File: src/verilog/afp_eng_pkg.sv
/*
  Shared constants of the load/store engine.
  The walked window is limited to address bits 31..7, so touch pages stop at 1G.
*/
`default_nettype none

package afp_eng_pkg;

  // Sequencer state ---
  localparam int state_w       = 5;   // One-hot bits
  localparam int st_idle       = 0;   // Waiting for enable
  localparam int st_actag      = 1;   // Tag assignment running
  localparam int st_send       = 2;   // Loads and stores flowing
  localparam int st_err_intrpt = 3;   // Error interrupt pending
  localparam int st_stop       = 4;   // Draining outstanding tags

  // Address fields ---
  localparam int offset_lo = 7;    // 128 B granule
  localparam int offset_hi = 31;   // Top of walk window
  localparam int page_lo   = 12;   // 4 K page number
  localparam int ea_lo     = 6;    // Command address LSB

  // Page-size codes as log2 of the size
  localparam int pg_code_w = 6;
  localparam logic [pg_code_w-1:0] pg_4k  = 6'd12;
  localparam logic [pg_code_w-1:0] pg_64k = 6'd16;
  localparam logic [pg_code_w-1:0] pg_2m  = 6'd21;
  localparam logic [pg_code_w-1:0] pg_16m = 6'd24;
  localparam logic [pg_code_w-1:0] pg_1g  = 6'd30;

  // Misc
  localparam logic [1:0] size_256 = 2'b11;   // 256 B command size
  localparam int         pasid_w  = 10;

endpackage

`default_nettype wire

File: src/verilog/eng_main_seq.sv
/*
  One-hot main sequencer of the load/store engine.
  Config levels are registered here, so each change acts one cycle late.
  cfg_send_interrupt is a one-cycle pulse, held until the interrupt is issued.
  A state vector that is not one-hot forces idle and flags main_seq_error.
*/
`default_nettype none
`timescale 1ns/100ps

module eng_main_seq
(
  input  wire                               clock,
  input  wire                               reset,
  input  wire                               cfg_enable,
  input  wire                               cfg_use_pasid_for_actag,
  input  wire                               cfg_send_interrupt,
  input  wire                               cfg_error_intrpt_enable,
  input  wire                               actag_seq_done,
  input  wire                               arb_tags_idle,
  input  wire                               intrpt_idle,
  input  wire                               xtouch_error,
  input  wire                               cpy_ld_error,
  input  wire                               cpy_st_error,
  output logic [afp_eng_pkg::state_w-1:0]   main_state,
  output logic                              main_seq_error,
  output logic                              main_seq_done,
  output logic                              start_capture,
  output logic                              start_actag_seq,
  output logic                              start_cpy_ld_seq,
  output logic                              start_cpy_st_seq,
  output logic                              start_intrpt_seq,
  output logic                              cmd_is_intrpt,
  output logic                              eng_arb_init
);

  localparam logic [afp_eng_pkg::state_w-1:0] idle_vec = 1 << afp_eng_pkg::st_idle;

  logic                            enable_q;
  logic                            use_pasid_q;
  logic                            err_intrpt_en_q;
  logic                            send_interrupt_q;   // Host pulse, held
  logic                            cmd_is_intrpt_q;
  logic [afp_eng_pkg::state_w-1:0] main_seq_q;
  logic [afp_eng_pkg::state_w-1:0] seq_next;
  logic                            bad_onehot;
  logic                            any_error;
  logic                            all_idle;
  logic                            host_intrpt;
  logic                            start_intrpt;

  // Zero or more than one bit set
  assign bad_onehot = (main_seq_q == '0) || ((main_seq_q & (main_seq_q - 1'b1)) != '0);

  assign any_error   = xtouch_error | cpy_ld_error | cpy_st_error;
  assign all_idle    = arb_tags_idle & intrpt_idle;
  assign host_intrpt = main_seq_q[afp_eng_pkg::st_send] & send_interrupt_q & intrpt_idle;
  assign start_intrpt = host_intrpt | (main_seq_q[afp_eng_pkg::st_err_intrpt] & intrpt_idle);

  // Next state --------------------
  always_comb
  begin
    seq_next        = '0;
    start_capture   = 1'b0;
    start_actag_seq = 1'b0;
    case (1'b1)
      main_seq_q[afp_eng_pkg::st_idle]:
      begin
        if (enable_q && !any_error)
        begin
          start_capture   = 1'b1;           // Address gen loads the base
          start_actag_seq = !use_pasid_q;   // Tag step only when not skipped
          if (use_pasid_q)
            seq_next[afp_eng_pkg::st_send] = 1'b1;
          else
            seq_next[afp_eng_pkg::st_actag] = 1'b1;
        end
        else
          seq_next[afp_eng_pkg::st_idle] = 1'b1;
      end
      main_seq_q[afp_eng_pkg::st_actag]:
      begin
        if (!actag_seq_done)
          seq_next[afp_eng_pkg::st_actag] = 1'b1;
        else if (enable_q)
          seq_next[afp_eng_pkg::st_send] = 1'b1;
        else
          seq_next[afp_eng_pkg::st_idle] = 1'b1;   // Disabled while tagging
      end
      main_seq_q[afp_eng_pkg::st_send]:
      begin
        if (!enable_q)
          seq_next[afp_eng_pkg::st_stop] = 1'b1;
        else if (any_error && err_intrpt_en_q)
          seq_next[afp_eng_pkg::st_err_intrpt] = 1'b1;
        else if (any_error)
          seq_next[afp_eng_pkg::st_stop] = 1'b1;
        else
          seq_next[afp_eng_pkg::st_send] = 1'b1;
      end
      main_seq_q[afp_eng_pkg::st_err_intrpt]:
      begin
        if (!enable_q || start_intrpt)   // Interrupt gone out, or abandoned
          seq_next[afp_eng_pkg::st_stop] = 1'b1;
        else
          seq_next[afp_eng_pkg::st_err_intrpt] = 1'b1;
      end
      main_seq_q[afp_eng_pkg::st_stop]:
      begin
        if (all_idle)
          seq_next[afp_eng_pkg::st_idle] = 1'b1;
        else
          seq_next[afp_eng_pkg::st_stop] = 1'b1;   // Wait for tags to drain
      end
      default:
        seq_next = idle_vec;
    endcase
  end

  // Registers --------------------
  always_ff @(posedge clock)
  begin
    if (reset)
    begin
      main_seq_q       <= idle_vec;
      enable_q         <= 1'b0;
      use_pasid_q      <= 1'b0;
      err_intrpt_en_q  <= 1'b0;
      send_interrupt_q <= 1'b0;
      cmd_is_intrpt_q  <= 1'b0;
    end
    else
    begin
      main_seq_q       <= bad_onehot ? idle_vec : seq_next;
      enable_q         <= cfg_enable;
      use_pasid_q      <= cfg_use_pasid_for_actag;
      err_intrpt_en_q  <= cfg_error_intrpt_enable;
      send_interrupt_q <= cfg_send_interrupt | (send_interrupt_q & ~host_intrpt);
      if (start_intrpt)
        cmd_is_intrpt_q <= host_intrpt;   // 0 marks an error interrupt
    end
  end

  assign main_state       = main_seq_q;
  assign main_seq_error   = bad_onehot;
  assign main_seq_done    = main_seq_q[afp_eng_pkg::st_idle];
  assign start_cpy_ld_seq = main_seq_q[afp_eng_pkg::st_send];   // Level for whole phase
  assign start_cpy_st_seq = main_seq_q[afp_eng_pkg::st_send];
  assign start_intrpt_seq = start_intrpt;
  assign cmd_is_intrpt    = cmd_is_intrpt_q;
  assign eng_arb_init     = start_capture;                      // Arbiter restarts with the walk

endmodule

`default_nettype wire

File: src/verilog/eng_addr_gen.sv
/*
  Effective address walk of the load/store engine.
  Config is sampled on every idle cycle, so it must be stable before enable.
  The walk wraps inside bits 31..12 selected by the offset mask.
*/
`default_nettype none
`timescale 1ns/100ps

module eng_addr_gen #(
  parameter int ea_width = 64
)
(
  input  wire                                                   clock,
  input  wire                                                   reset,
  input  wire  [afp_eng_pkg::state_w-1:0]                       main_state,
  input  wire                                                   start_capture,
  input  wire  [ea_width-1:afp_eng_pkg::page_lo]                cfg_base_addr,
  input  wire  [afp_eng_pkg::offset_hi:afp_eng_pkg::page_lo]    cfg_offset_mask,
  input  wire  [1:0]                                            cfg_ld_size,
  input  wire  [1:0]                                            cfg_st_size,
  input  wire  [afp_eng_pkg::pasid_w-1:0]                       cfg_pasid,
  input  wire                                                   arb_ld_gnt,
  input  wire                                                   arb_st_gnt,
  output logic [ea_width-1:afp_eng_pkg::ea_lo]                  cpy_ea,
  output logic [afp_eng_pkg::pasid_w-1:0]                       cmd_pasid,
  output logic [afp_eng_pkg::offset_hi:afp_eng_pkg::offset_lo]  offset_addr,
  output logic [ea_width-1:afp_eng_pkg::page_lo]                base_addr,
  output logic [afp_eng_pkg::offset_hi:afp_eng_pkg::page_lo]    offset_mask,
  output logic                                                  addr_step
);

  localparam int hi = afp_eng_pkg::offset_hi;
  localparam int lo = afp_eng_pkg::offset_lo;
  localparam int pg = afp_eng_pkg::page_lo;

  logic          step_256_q;   // Any 256 B size selected
  logic [hi:lo]  walk_sum;
  logic [hi:lo]  next_addr;

  assign addr_step = arb_ld_gnt | arb_st_gnt;   // One step per grant

  // Step by 256 B keeps bit 7 clear
  assign walk_sum = step_256_q ? {offset_addr[hi:lo+1] + 1'b1, 1'b0}
                               : offset_addr + 1'b1;

  // Masked bits follow the walk, the rest stay on the base
  assign next_addr[hi:pg]   = (base_addr[hi:pg] & ~offset_mask) | (walk_sum[hi:pg] & offset_mask);
  assign next_addr[pg-1:lo] = walk_sum[pg-1:lo];

  // --------------------
  always_ff @(posedge clock)
  begin
    if (main_state[afp_eng_pkg::st_idle])
    begin
      base_addr   <= cfg_base_addr;
      offset_mask <= cfg_offset_mask;
      cmd_pasid   <= cfg_pasid;
      step_256_q  <= (cfg_ld_size == afp_eng_pkg::size_256) ||
                     (cfg_st_size == afp_eng_pkg::size_256);
    end
  end

  always_ff @(posedge clock)
  begin
    if (reset)
      offset_addr <= '0;
    else if (start_capture)
      offset_addr <= {base_addr[hi:pg], {(pg - lo){1'b0}}};   // Page aligned start
    else if (addr_step)
      offset_addr <= next_addr;
  end

  // Upper bits come straight from the base, bit 6 always clear
  assign cpy_ea = {base_addr[ea_width-1:hi+1], offset_addr, 1'b0};

endmodule

`default_nettype wire

File: src/verilog/eng_xtouch.sv
/*
  Translation touch on page crossings.
  Page sizes from 4 K to 1 G only; 1 G with N=4 and unknown codes touch 4 K, N=1.
  The touch address wraps through the same offset mask as the walk.
*/
`default_nettype none
`timescale 1ns/100ps

module eng_xtouch #(
  parameter int ea_width = 64
)
(
  input  wire                                                   clock,
  input  wire                                                   reset,
  input  wire  [afp_eng_pkg::state_w-1:0]                       main_state,
  input  wire                                                   cfg_xtouch_enable,
  input  wire  [1:0]                                            cfg_xtouch_pg_n,
  input  wire  [afp_eng_pkg::pg_code_w-1:0]                     cfg_xtouch_pg_size,
  input  wire  [afp_eng_pkg::offset_hi:afp_eng_pkg::offset_lo]  offset_addr,
  input  wire  [ea_width-1:afp_eng_pkg::page_lo]                base_addr,
  input  wire  [afp_eng_pkg::offset_hi:afp_eng_pkg::page_lo]    offset_mask,
  input  wire                                                   addr_step,
  output logic                                                  start_xtouch_seq,
  output logic [ea_width-1:0]                                   xtouch_ea
);

  localparam int hi   = afp_eng_pkg::offset_hi;
  localparam int lo   = afp_eng_pkg::offset_lo;
  localparam int pg   = afp_eng_pkg::page_lo;
  localparam int pn_w = hi - pg + 1;   // Page number width

  logic                              en_q;
  logic                              step_q;      // Address moved last edge
  logic [1:0]                        pg_n_q;
  logic [afp_eng_pkg::pg_code_w-1:0] pg_size_q;
  logic [4:0]                        pg_shift;    // log2(size / 4K)
  logic                              adder_fallback;
  logic [2:0]                        pg_count;
  logic [4:0]                        adder_shift;
  logic [hi:lo]                      pg_mask;     // Offset bits inside one page
  logic [hi:pg]                      xtouch_adder;
  logic [hi:pg]                      plus_n;
  logic [hi:pg]                      xtouch_addr_q;
  logic                              crossed_page;

  // Page size decode --------------------
  always_comb
  begin
    adder_fallback = 1'b0;
    case (pg_size_q)
      afp_eng_pkg::pg_4k:  pg_shift = 5'd0;
      afp_eng_pkg::pg_64k: pg_shift = 5'd4;
      afp_eng_pkg::pg_2m:  pg_shift = 5'd9;
      afp_eng_pkg::pg_16m: pg_shift = 5'd12;
      afp_eng_pkg::pg_1g:
      begin
        pg_shift       = 5'd18;
        adder_fallback = (pg_n_q == 2'd3);   // 4 G ahead leaves the window
      end
      default:
      begin
        pg_shift       = 5'd0;
        adder_fallback = 1'b1;
      end
    endcase
  end

  assign pg_mask = ({{(pn_w + pg - lo - 1){1'b0}}, 1'b1} << (pg_shift + (pg - lo))) - 1'b1;

  // Landed on a boundary when no in-page offset bit is set
  assign crossed_page     = step_q & ~|(offset_addr & pg_mask);
  assign start_xtouch_seq = crossed_page & en_q & main_state[afp_eng_pkg::st_send];

  // Touch N+1 pages ahead of the current one
  assign pg_count     = adder_fallback ? 3'd1 : {1'b0, pg_n_q} + 3'd1;
  assign adder_shift  = adder_fallback ? 5'd0 : pg_shift;
  assign xtouch_adder = {{(pn_w - 3){1'b0}}, pg_count} << adder_shift;
  assign plus_n       = offset_addr[hi:pg] + xtouch_adder;

  // --------------------
  always_ff @(posedge clock)
  begin
    if (reset)
    begin
      en_q   <= 1'b0;
      step_q <= 1'b0;
    end
    else
    begin
      en_q   <= cfg_xtouch_enable;
      step_q <= addr_step;
    end
    pg_n_q    <= cfg_xtouch_pg_n;
    pg_size_q <= cfg_xtouch_pg_size;
    if (start_xtouch_seq)
      xtouch_addr_q <= (base_addr[hi:pg] & ~offset_mask) | (plus_n & offset_mask);
  end

  assign xtouch_ea = {base_addr[ea_width-1:hi+1], xtouch_addr_q, {pg{1'b0}}};

endmodule

`default_nettype wire

File: src/verilog/afp_eng_top.sv
/*
  Load/store traffic engine, main sequencer with address and touch logic.
  ea_width must exceed 32; bits above 31 come from the base address only.
*/
`default_nettype none
`timescale 1ns/100ps

module afp_eng_top #(
  parameter int ea_width = 64
)
(
  input  wire                                                  clock,
  input  wire                                                  reset,
  input  wire                                                  cfg_enable,
  input  wire                                                  cfg_use_pasid_for_actag,
  input  wire  [ea_width-1:afp_eng_pkg::page_lo]               cfg_base_addr,
  input  wire  [afp_eng_pkg::offset_hi:afp_eng_pkg::page_lo]   cfg_offset_mask,
  input  wire  [1:0]                                           cfg_ld_size,
  input  wire  [1:0]                                           cfg_st_size,
  input  wire  [afp_eng_pkg::pasid_w-1:0]                      cfg_pasid,
  input  wire                                                  cfg_send_interrupt,
  input  wire                                                  cfg_error_intrpt_enable,
  input  wire                                                  cfg_xtouch_enable,
  input  wire  [1:0]                                           cfg_xtouch_pg_n,
  input  wire  [afp_eng_pkg::pg_code_w-1:0]                    cfg_xtouch_pg_size,
  input  wire                                                  actag_seq_done,
  input  wire                                                  arb_tags_idle,
  input  wire                                                  arb_ld_gnt,
  input  wire                                                  arb_st_gnt,
  input  wire                                                  xtouch_error,
  input  wire                                                  cpy_ld_error,
  input  wire                                                  cpy_st_error,
  input  wire                                                  intrpt_idle,
  output logic [afp_eng_pkg::state_w-1:0]                      main_state,
  output logic                                                 main_seq_error,
  output logic                                                 main_seq_done,
  output logic                                                 start_actag_seq,
  output logic                                                 start_cpy_ld_seq,
  output logic                                                 start_cpy_st_seq,
  output logic                                                 start_xtouch_seq,
  output logic                                                 start_intrpt_seq,
  output logic                                                 cmd_is_intrpt,
  output logic                                                 eng_arb_init,
  output logic [ea_width-1:afp_eng_pkg::ea_lo]                 cpy_ea,
  output logic [ea_width-1:0]                                  xtouch_ea,
  output logic [afp_eng_pkg::pasid_w-1:0]                      cmd_pasid
);

  logic                                                 start_capture;
  logic [afp_eng_pkg::offset_hi:afp_eng_pkg::offset_lo] offset_addr;   // Current walk position
  logic [ea_width-1:afp_eng_pkg::page_lo]               base_addr;
  logic [afp_eng_pkg::offset_hi:afp_eng_pkg::page_lo]   offset_mask;
  logic                                                 addr_step;

  eng_main_seq u_main_seq (
    .clock, .reset, .cfg_enable, .cfg_use_pasid_for_actag, .cfg_send_interrupt,
    .cfg_error_intrpt_enable, .actag_seq_done, .arb_tags_idle, .intrpt_idle,
    .xtouch_error, .cpy_ld_error, .cpy_st_error, .main_state, .main_seq_error,
    .main_seq_done, .start_capture, .start_actag_seq, .start_cpy_ld_seq,
    .start_cpy_st_seq, .start_intrpt_seq, .cmd_is_intrpt, .eng_arb_init
  );

  eng_addr_gen #(.ea_width(ea_width)) u_addr_gen (
    .clock, .reset, .main_state, .start_capture, .cfg_base_addr, .cfg_offset_mask,
    .cfg_ld_size, .cfg_st_size, .cfg_pasid, .arb_ld_gnt, .arb_st_gnt, .cpy_ea,
    .cmd_pasid, .offset_addr, .base_addr, .offset_mask, .addr_step
  );

  // Touch runs off the walk one cycle behind
  eng_xtouch #(.ea_width(ea_width)) u_xtouch (
    .clock, .reset, .main_state, .cfg_xtouch_enable, .cfg_xtouch_pg_n,
    .cfg_xtouch_pg_size, .offset_addr, .base_addr, .offset_mask, .addr_step,
    .start_xtouch_seq, .xtouch_ea
  );

endmodule

`default_nettype wire

File: config.mk
export PLATFORM = sky130hd
export DESIGN_NAME = afp_eng_top
export DESIGN_NICKNAME = d
export VERILOG_FILES = /design/src/verilog/afp_eng_pkg.sv /design/src/verilog/eng_main_seq.sv /design/src/verilog/eng_addr_gen.sv /design/src/verilog/eng_xtouch.sv /design/src/verilog/afp_eng_top.sv
export SDC_FILE = /design/constraint.sdc
export NUM_CORES = 1
export LEC_CHECK = 0
export BUFFER_PORTS_ARGS = -buffer_cell sky130_fd_sc_hd__buf_2
export CAP_MARGIN = 25
export CELL_PAD_IN_SITES_DETAIL_PLACEMENT = 0
export CELL_PAD_IN_SITES_GLOBAL_PLACEMENT = 1
export CORE_UTILIZATION = 42
export CTS_CLUSTER_DIAMETER = 80
export CTS_CLUSTER_SIZE = 28
export DETAILED_ROUTE_END_ITERATION = 12
export PLACE_DENSITY = 0.84
export SYNTH_ARGS = -nofsm -noshare
export SYNTH_HDL_FRONTEND = slang
export SYNTH_SLANG_ARGS = --single-unit
File: constraint.sdc
create_clock -name clock -period 5.46 [get_ports clock]
set_clock_uncertainty 0.05 [all_clocks]
set_input_delay 0.546 -clock clock [delete_from_list [all_inputs] [get_ports clock]]
set_output_delay 0.546 -clock clock [all_outputs]
set_load 0.03 [all_outputs]
# Yosys cells after proc, flatten, opt, wreduce, memory -nomap -nowiden
# Cells that the tools add are included.
[op_classes]
addsub = 7
eq_ne = 8
shift = 2
n_mux = 46
bitwise_logic = 22
n_reduce_logical = 17
[ops]
columns = ["cell", "n"]
rows = [
  ["25-bit two-way mux", 3],
  ["20-bit AND", 3],
  ["20-bit OR", 2],
  ["1-bit two-way mux", 37],
  ["1-bit by 32-bit << shifter with 25-bit output (first input constant)", 1],
  ["25-bit by 1-bit adder with 25-bit output (second input constant)", 1],
  ["25-bit AND", 1],
  ["25-bit OR reduction", 1],
  ["25-bit by 1-bit subtractor with 25-bit output (second input constant)", 1],
  ["24-bit by 1-bit adder with 24-bit output (second input constant)", 1],
  ["6-bit by 5-bit equality test with 1-bit output (second input constant)", 4],
  ["20-bit adder", 1],
  ["20-bit inverter", 1],
  ["5-bit one-hot mux with 4 select lines", 1],
  ["3-bit by 5-bit << shifter with 20-bit output", 1],
  ["1-bit AND", 8],
  ["4-bit OR reduction", 2],
  ["5-bit by 3-bit adder with 6-bit output (second input constant)", 1],
  ["2-bit equality test (second input constant)", 3],
  ["6-bit by 4-bit equality test with 1-bit output (second input constant)", 1],
  ["5-bit AND", 1],
  ["5-bit logical NOT", 1],
  ["5-bit two-way mux", 1],
  ["1-bit OR", 5],
  ["12 further kinds", 20],
]
[totals]
ff_bits = 148
input_bits = 109
out_inout_bits = 146
word_cells = 120

# Logic depth before layout (Yosys ltp)
# Gate-level depths: netlist of run 1.
[depth]
depth_word = 11
depth_mapped = 15
mapped_depth_nobuf = 15

# Hierarchy
# A second synthesis of run 1 with hierarchy kept.
[hier_totals]
cells_unflattened = 770
hier_area_um2 = 8117.8
[modules_own_cells]
columns = ["module", "n_inst", "cells_per_inst", "area_per_inst_um2", "seq_area_each_um2"]
rows = [
  ["eng_addr_gen", 1, 408, 4906.0, 2992.9],
  ["eng_xtouch", 1, 299, 2678.8, 800.8],
  ["eng_main_seq", 1, 63, 533.0, 200.2],
]

# Worst setup path after synthesis of run 1
# Ideal clock, no wire load.
[synth_timing]
path_kind = "reg2out"
start = "reg u_xtouch.pg_size_q[5] (netlist name)"
end = "out start_xtouch_seq"
arrival_ns = 3.646
required_time_ns = 4.864
path_slack_ns = 1.218
stages_incl_launch_ff = 7
path_buffers = 0
path_cell_list = "dfxtp_1 > nand2b_1 > nor2_1 > nand2_2 > a2111oi_0 > o21ai_0 > a221oi_1"
[synth_between]
elab_chain_cells = 11
elab_cells_between_ends = 14
classes_between = "2 x add/sub; 4 x eq/ne; 1 x shift; 1 x mux; 4 x bitwise; 2 x reduce/logical"
[synth_rtl]
columns = ["element", "line", "rtl"]
rows = [
  ["start: declaration", "eng_xtouch.sv:35", "logic [afp_eng_pkg::pg_code_w-1:0] pg_size_q;"],
  ["start signal: assignment", "eng_xtouch.sv:94", "pg_size_q <= cfg_xtouch_pg_size;"],
  ["6-bit by 5-bit equality test with 1-bit output", "eng_xtouch.sv:50", "case (pg_size_q)"],
  ["5-bit one-hot mux with 4 select lines (*)", "eng_xtouch.sv:50", ""],
  ["5-bit by 3-bit adder with 6-bit output (*)", "eng_xtouch.sv:68", "assign pg_mask = ({{(pn_w + pg - lo - 1){1'b0}}, 1'b1} << (pg_shift + (pg - lo))) - 1'b1;"],
  ["1-bit by 32-bit << shifter with 25-bit output (*)", "eng_xtouch.sv:68", ""],
  ["25-bit by 1-bit subtractor with 25-bit output (*)", "eng_xtouch.sv:68", ""],
  ["25-bit AND (*)", "eng_xtouch.sv:71", "assign crossed_page = step_q & ~|(offset_addr & pg_mask);"],
  ["25-bit OR reduction (*)", "eng_xtouch.sv:71", ""],
  ["1-bit logical NOT (*)", "eng_xtouch.sv:71", ""],
  ["1-bit AND (*)", "eng_xtouch.sv:71", ""],
  ["1-bit AND (*) (2 in a row)", "eng_xtouch.sv:72", "assign start_xtouch_seq = crossed_page & en_q & main_state[afp_eng_pkg::st_send];"],
  ["end: declaration", "afp_eng_top.sv:40", "output logic start_xtouch_seq,"],
]
# Every way passes the cells marked *; elsewhere a longest branch is shown, timed or not.

# Worst setup path in the final report of run 1
[layout_timing]
start = "reg u_xtouch.pg_size_q[3] (netlist name)"
end = "reg u_xtouch.xtouch_addr_q[30] (netlist name), data pin"
[layout_between]
elab_chain_cells = 8
elab_cells_between_ends = 14
classes_between = "1 x add/sub; 5 x eq/ne; 1 x shift; 4 x mux; 2 x bitwise; 1 x reduce/logical"
[layout_rtl]
columns = ["element", "line", "rtl"]
rows = [
  ["6-bit by 4-bit equality test with 1-bit output or 6-bit by 5-bit equality test with 1-bit output (tied branches)", "eng_xtouch.sv:50", ""],
  ["4-bit OR reduction (no line)", "n/a", ""],
  ["1-bit one-hot mux with 2 select lines", "eng_xtouch.sv:50", ""],
  ["3-bit two-way mux or 5-bit two-way mux (tied branches)", "eng_xtouch.sv:75, eng_xtouch.sv:76", ""],
  ["3-bit by 5-bit << shifter with 20-bit output (*)", "eng_xtouch.sv:77", "assign xtouch_adder = {{(pn_w - 3){1'b0}}, pg_count} << adder_shift;"],
  ["20-bit adder (*)", "eng_xtouch.sv:78", "assign plus_n = offset_addr[hi:pg] + xtouch_adder;"],
  ["20-bit AND (*)", "eng_xtouch.sv:96", "xtouch_addr_q <= (base_addr[hi:pg] & ~offset_mask) | (plus_n & offset_mask);"],
  ["20-bit OR (*)", "eng_xtouch.sv:96", ""],
  ["end signal: assignment", "eng_xtouch.sv:96", ""],
  ["end: declaration", "eng_xtouch.sv:43", "logic [hi:pg] xtouch_addr_q;"],
]
# Marks and branches as above.
# A chain may end at the register's enable or synchronous reset.

==> flow_summary.toml, run 1 <==
[run_status]
status = "completed"

[synth]
synth.area.top_cells = "edfxtp_1, dfxtp_1, buf_4"
muxShareOfSynthArea = 0.01824
syn_inst = 708
synthXorXnorAreaFrac = 0.01266
yosysWarningCount = 0
synth_top_area_frac = 0.4063
synth_area_mm2 = 0.007612
syn_avg_cell_area_um2 = 10.75
synth_top_family_by_area = "compound AO/OA/AOI/OAI gates"
yosys.area_share.simple = 0.1364
async_flop_share = 0
synth_fa_ha_area_frac = 0.04043
synth_compound_area_frac = 0.1644
synth_top_area_cell = "edfxtp_1"
yosysUniqueCellTypes = 74
synth_edf_count = 103
synth_flop_cell = "edfxtp_1"
ys_seq_area_frac = 0.5247
ys_seq_elements = 148

[job]
maxCapViolations = 0

[floorplan]
num_rows = 48
ioPinCount = 255
dieArea_mm2 = 0.01867
die_w_um = 136.6
start_util = 0.4356
die_y_um = 136.6
core_area_mm2 = 0.01748

[detailed_routing]
vias = 6093
viasPerCell = 5.378
drt-initial-drc-count = 471
wl_per_cell_um = 17.72
ant_nets = 0
drc = 0
drt-total-wl_um = 20070
first_pass_iters = 5

[worst_setup_path]
worstPathCellList = "nand2_1, or3_1, a211oi_1, nand2b_1, nand3_1, or2_2, fa_1, nor2b_4, o31a_1, o31a_1, o211a_4, nor3_1, or3b_1"
cp.buffers_inverters = 0
crit_required_ps = 5580
crit_type = "reg -> reg"
start_kind = "register"
worstPathMaxFanout = 8
reg2reg_slack_ps = 1630
end_kind = "register"
path_common_cell = "o31a_1"
worst_path_max_delay_cell = "dfxtp_1"
arrival_ps = 3950
critPathTopFamily = "simple AND/OR/NAND/NOR gates"
cpPeakStageDelay_ps = 480

[timing]
min_period_ps = 3830
slew_headroom = 0.4060
setup_violations = 0
maxSlewViolCount = 0
fmax_ghz = 0.2611
hold_viol = 0
period_share = 0.7015
tns_ps = 0
tightestPinTransition_ps = 884.2
rsz0062_at_grt = "no"

[pwr]
power_density_mw_per_mm2 = 304.9
p_leak_nw = 3.961
vdd_drop_max_mv = 0.2083

[clock_tree]
root_buffer = "clkbuf_16"
cts.sinks = 148
hold_buffers = 0
cts_setup_buffers = 0
htreeDepth = 4
cts_max_path_buffers = 2
ctsResizeCount = 0
clk_pin_slew_worst_paths_ps = 60
insertion_delay_ps = 420
cts_tree = "done"
numCtsBuffers = 17

[placed_design]
io_buffers = 241
placed_cells = 1101
gp_congestion = 0.8750
dp_hpwl_um = 14580
place_area_mm2 = 0.008559

[final_layout]
utilization = 0.5208
antennaDiodeCount = 0
syn2layout_area_growth_pct = 19.56
final_common_cell = "buf_2"
drive_above_1_share = 0.3348
nNetsFinal = 1028
final_cells = 1133
layout_common_cells = "buf_2, edfxtp_1, o21ai_0, nor2_1, dfxtp_1"
final_area_mm2 = 0.009101

[worst_hold_path]
min_path_type = "in -> reg"

[global_route]
grt_pass1_wl_um = 30020
grt_max_degree = 59
grt_usage = 0.2166
globalRouteOverflowTotal = 0
antenna_found_initial = 0
first_global_vias = 5585
## final cells by class
class | instances | area [µm²]
inverters | 30 | 112.6
clock inverters | 13 | 108.9
well taps | 225 | 281.5
clock buffers | 19 | 432.9
fillers | 1596 | 8376
multi-input cells | 453 | 2932
repair buffers | 245 | 1236
flip-flops and latches | 148 | 3998
## power breakdown
part	internal (mW)	total [mW]	leakage (nW)	switching, mW
clock	0.625	1.09	0.258	0.463
sequential	1.26	1.32	1.43	0.0620
combinational	0.132	0.365	2.27	0.233
## worst paths after layout
path                                               from                                    end  cells past startpoint
setup / recovery          u_xtouch.pg_size_q[3]$_DFF_P_   u_xtouch.xtouch_addr_q[30]$_DFFE_PP_                     13
hold / removal                    cfg_xtouch_pg_size[1]          u_xtouch.pg_size_q[1]$_DFF_P_                      1
setup reg to reg          u_xtouch.pg_size_q[3]$_DFF_P_   u_xtouch.xtouch_addr_q[30]$_DFFE_PP_                     13
hold reg to reg   u_main_seq.cmd_is_intrpt$_SDFFE_PP0P_  u_main_seq.cmd_is_intrpt$_SDFFE_PP0P_                      2
## flip-flops by register name, summed over array words and instances, names as in the netlist
register,cells
u_addr_gen.base_addr,52
u_addr_gen.cmd_pasid,10
u_addr_gen.offset_addr,25
u_addr_gen.offset_mask,20
u_addr_gen.step_256_q,1
u_main_seq.cmd_is_intrpt,1
u_main_seq.enable_q,1
u_main_seq.err_intrpt_en_q,1
u_main_seq.main_state,5
u_main_seq.send_interrupt_q,1
u_main_seq.use_pasid_q,1
u_xtouch.en_q,1
u_xtouch.pg_n_q,2
u_xtouch.pg_size_q,6
u_xtouch.step_q,1
u_xtouch.xtouch_addr_q,20
## synthesized netlist by cell type (all sizes together), types with 4 or more instances
cell type  count
o21ai         49
o22ai          5
ha            23
nand2         41
inv           30
nand3         18
nand4          7
nor2b         10
a221oi         7
nor2          48
edfxtp       103
a21o           6
mux2i          6
nor3          23
nand3b         6
a211oi        11
a311oi         7
and3           6
a31oi          5
o31a           5
o31ai          4
mux2           7
a21oi         43
xor2           5
xnor2          6
o311ai         4
dfxtp         45
nor3b          5
nor4           6
o211ai         7
buf           82
or3            5
or2            5
o21a           8
and4           4
clkbuf        14
## through the flow
stage / hold WS, ps / total power [mW] / setup WS (ps)
finish: 185.8 / 2.775 / 1630
global placement: 422.8 / 1.701 / 1699
CTS: 173.2 / 2.786 / 1665
detailed placement: 429.6 / 1.706 / 1658
floorplan: 410.6 / 1.613 / 1218
global route: 168.1 / 2.876 / 1360
## logic make-up after synthesis
family,after synthesis
other cells,2
compound gates,187
buf+inv,126
xor+xnor,11
simple gates,197
flops,148
mux,13
fa+ha+maj,24
## routing by layer
metal | global-route usage | vias up | routed length (µm)
met4 | 0.05617 | 0 | 247
met1 | 0.2813 | 2928 | 8879
li1 | - | 2940 | -
met2 | 0.3660 | 208 | 9919
met5 | 0 | - | 0
met3 | 0.04444 | 17 | 1027
Note: power is estimated with default switching activity, not from simulation.
==> run 2, diff against run 1 <==
--- a/config.mk
+++ b/config.mk
@@ -9,11 +9,11 @@
 export CAP_MARGIN = 25
 export CELL_PAD_IN_SITES_DETAIL_PLACEMENT = 0
 export CELL_PAD_IN_SITES_GLOBAL_PLACEMENT = 1
-export CORE_UTILIZATION = 42
+export CORE_UTILIZATION = 39
 export CTS_CLUSTER_DIAMETER = 80
 export CTS_CLUSTER_SIZE = 28
 export DETAILED_ROUTE_END_ITERATION = 12
-export PLACE_DENSITY = 0.84
+export PLACE_DENSITY = 0.78
 export SYNTH_ARGS = -nofsm -noshare
 export SYNTH_HDL_FRONTEND = slang
 export SYNTH_SLANG_ARGS = --single-unit
==> constraint.sdc (replaced) <==
create_clock -name clock -period 3.6 [get_ports clock]
set_clock_uncertainty 0.05 [all_clocks]
set_input_delay 0.36 -clock clock [delete_from_list [all_inputs] [get_ports clock]]
set_output_delay 0.36 -clock clock [all_outputs]
set_load 0.03 [all_outputs]
==> run 2 against run 1 <==
Effect of this change: combinational power up 57%; total power up 55%; die area up 7.6%; sequential share of layout area down 1.4 points; largest cell class unchanged; first-iteration DRC count down 6.6%; worst hold slack worse by 140 ps; register-to-register slack worse by 1600 ps; critical path depth up 1; core utilization down 2.3 points; routed wire length up 1.7%; non-clock buffer count up 23; sequential power up 52%.
==> flow_summary.toml, run 2 (synthesis results as in run 1) <==
[run_status]
status = "completed"

[global_route]
globalRouteOverflowTotal = 0
first_global_vias = 5521
grt_pass1_wl_um = 31000
grt_max_degree = 62
grt_usage = 0.2055
antenna_found_initial = 0

[clock_tree]
insertion_delay_ps = 440
cts_max_path_buffers = 2
htreeDepth = 4
clk_pin_slew_worst_paths_ps = 70
cts.sinks = 148
numCtsBuffers = 17
root_buffer = "clkbuf_16"
cts_tree = "done"

[worst_setup_path]
r2r-end = "u_xtouch.xtouch_addr_q[30]$_DFFE_PP_"
timing.rr.start = "u_xtouch.pg_size_q[4]$_DFF_P_"
arrival_ps = 3660
path_common_cell = "o31a_1"
worstSetupStartpoint = "u_xtouch.pg_size_q[4]$_DFF_P_"
cp.buffers_inverters = 1
crit_cells = 14
reg2reg_slack_ps = 70
crit_required_ps = 3730
worst_r2r_path_depth = 14
worstPathCellList = "or3_1, a211oi_2, o22ai_1, nand2_1, nor2_2, ha_2, inv_2, fa_2, nor2b_4, o31a_1, o31a_1, o211a_4, o211ai_2, or3b_1"
end_kind = "register"
crit_type = "reg -> reg"
start_kind = "register"
critical_path.endpoint = "u_xtouch.xtouch_addr_q[30]$_DFFE_PP_"
worstPathMaxFanout = 4
cpPeakStageDelay_ps = 400
worst_path_max_delay_cell = "or3_1"
critPathTopFamily = "compound AO/OA/AOI/OAI gates"

[detailed_routing]
vias = 6091
ant_nets = 0
drt-initial-drc-count = 440
viasPerCell = 5.114
drt-total-wl_um = 20430
first_pass_iters = 4
drc = 0
wl_per_cell_um = 17.15

[timing]
holdWs_ps = 40.98
hold_viol = 0
tightestPinTransition_ps = 802.8
min_period_ps = 3527
period_share = 0.9798
slew_headroom = 0.4648
maxSlewViolCount = 0
setup_violations = 0
fmax_ghz = 0.2835
rsz0062_at_grt = "yes"

[final_layout]
nFillCells = 1848
layout_common_cells = "buf_2, edfxtp_1, o21ai_0, a21oi_1, nor2_1"
reg_top3 = "u_addr_gen.base_addr (52), u_addr_gen.offset_addr (25)"
utilization = 0.4981
antennaDiodeCount = 0
drive_above_1_share = 0.3652
nNetsFinal = 1051
syn2layout_area_growth_pct = 23.62
regMostFlops = "u_addr_gen.base_addr"
final_common_cell = "buf_2"
largest_register_ffs = 52

[placed_design]
gp_congestion = 0.8748
io_buffers = 241
dp_hpwl_um = 15000

[floorplan]
core_area_mm2 = 0.01889
num_rows = 50
die_w_um = 141.7
dieArea_mm2 = 0.02008
ioPinCount = 255
die_y_um = 141.7
start_util = 0.4029

[job]
maxCapViolations = 0

[pwr]
swShare = 0.2783
p_clk_frac = 0.401
seqPwrFrac = 0.465
p_leak_nw = 4.076
p_int_mw = 3.101
vdd_drop_max_mv = 0.3514
switchingPower_mw = 1.196
power_density_mw_per_mm2 = 456.6
combPwrFrac = 0.134

[worst_hold_path]
min_path_type = "in -> reg"
## run 2: cell types whose count changed in the layout (fill, tap and decap cells not counted), moves of 3 or more
cell / change
buf_4: +14
dlygate4sd3_1: +8
o21ai_0: -5
clkinv_1: -4
nor2_1: -4
o21ai_1: +4
dfxtp_1: -3
dfxtp_2: +3
inv_6: +3
nor2_2: +3
## run 2: repair_timing
action,CTS,global route
setup buffers,0,5
gates resized for setup,1,22
setup endpoints to repair,1,12
hold buffers,8,0
endpoints found under the hold margin,8,0
pin swaps,0,10
## run 2: worst register-to-register path, delay by kind of cell, from the launching register on
kind | cells | cell delay [ps]
buffers and inverters | 1 | 60
adders and majority gates | 2 | 440
AOI/OAI and AO/OA | 6 | 1420
DFF | 1 | 330
and+or+nand+nor | 5 | 970
## run 2: worst min path at each step
stage	startpoint	to	slack [ps]	depth (start not counted)
final	cfg_base_addr[41]	u_addr_gen.base_addr[41]$_DFFE_PP_	40	1
after detailed placement	cfg_xtouch_pg_size[2]	u_xtouch.pg_size_q[2]$_DFF_P_	410	1
after floorplan	cfg_xtouch_pg_n[0]	u_xtouch.pg_n_q[0]$_DFF_P_	340	0
after global routing	cfg_base_addr[40]	u_addr_gen.base_addr[40]$_DFFE_PP_	30	1
after global placement	cfg_xtouch_pg_size[0]	u_xtouch.pg_size_q[0]$_DFF_P_	410	1
after CTS	cfg_base_addr[54]	u_addr_gen.base_addr[54]$_DFFE_PP_	30	1
## run 2: final cells by class
class / count / area, µm² / area share
Inverter: 30 / 112.6 / 0.01197
Multi-Input combinational cell: 453 / 2973 / 0.3159
Tap cell: 260 / 325.3 / 0.03457
Clock buffer: 19 / 442.9 / 0.04707
Sequential cell: 148 / 4001 / 0.4252
Timing Repair Buffer: 268 / 1433 / 0.1522
Clock inverter: 13 / 122.6 / 0.01303
## run 2: power groups by stage
stage	Sequential (mW)	Clock (mW)	Combinational (mW)
detailed placement	2.03	0	0.558
floorplan	2.06	0	0.384
finish	2.00	1.72	0.574
CTS	2.00	1.76	0.567
global route	2.01	1.83	0.622
global placement	2.03	0	0.554
## run 2: metal layers
| layer | share of wire | global-route usage | up-vias |
|---|---|---|---|
| met3 | 0.061 | 0.04421 | 21 |
| met2 | 0.47 | 0.3215 | 205 |
| met4 | 0.016 | 0.07583 | 0 |
| met5 | 0 | 0 | - |
| li1 | - | - | 2987 |
| met1 | 0.45 | 0.2793 | 2878 |
## run 2: per-stage QoR
stage | setup TNS, ps | setup slack (ps) | cell area [µm²] | power, mW | instances
after floorplan | 0 | 128.4 | 7691 | 2.447 | 727
after detailed placement | 0 | 17.40 | 8678 | 2.592 | 1146
after global placement | 0 | 56.64 | 8678 | 2.587 | 1146
final | 0 | 72.57 | 9410 | 4.297 | 1191
after global routing | -122.3 | -115.5 | 9410 | 4.463 | 1191
after CTS | 0 | 55.18 | 9329 | 4.321 | 1186
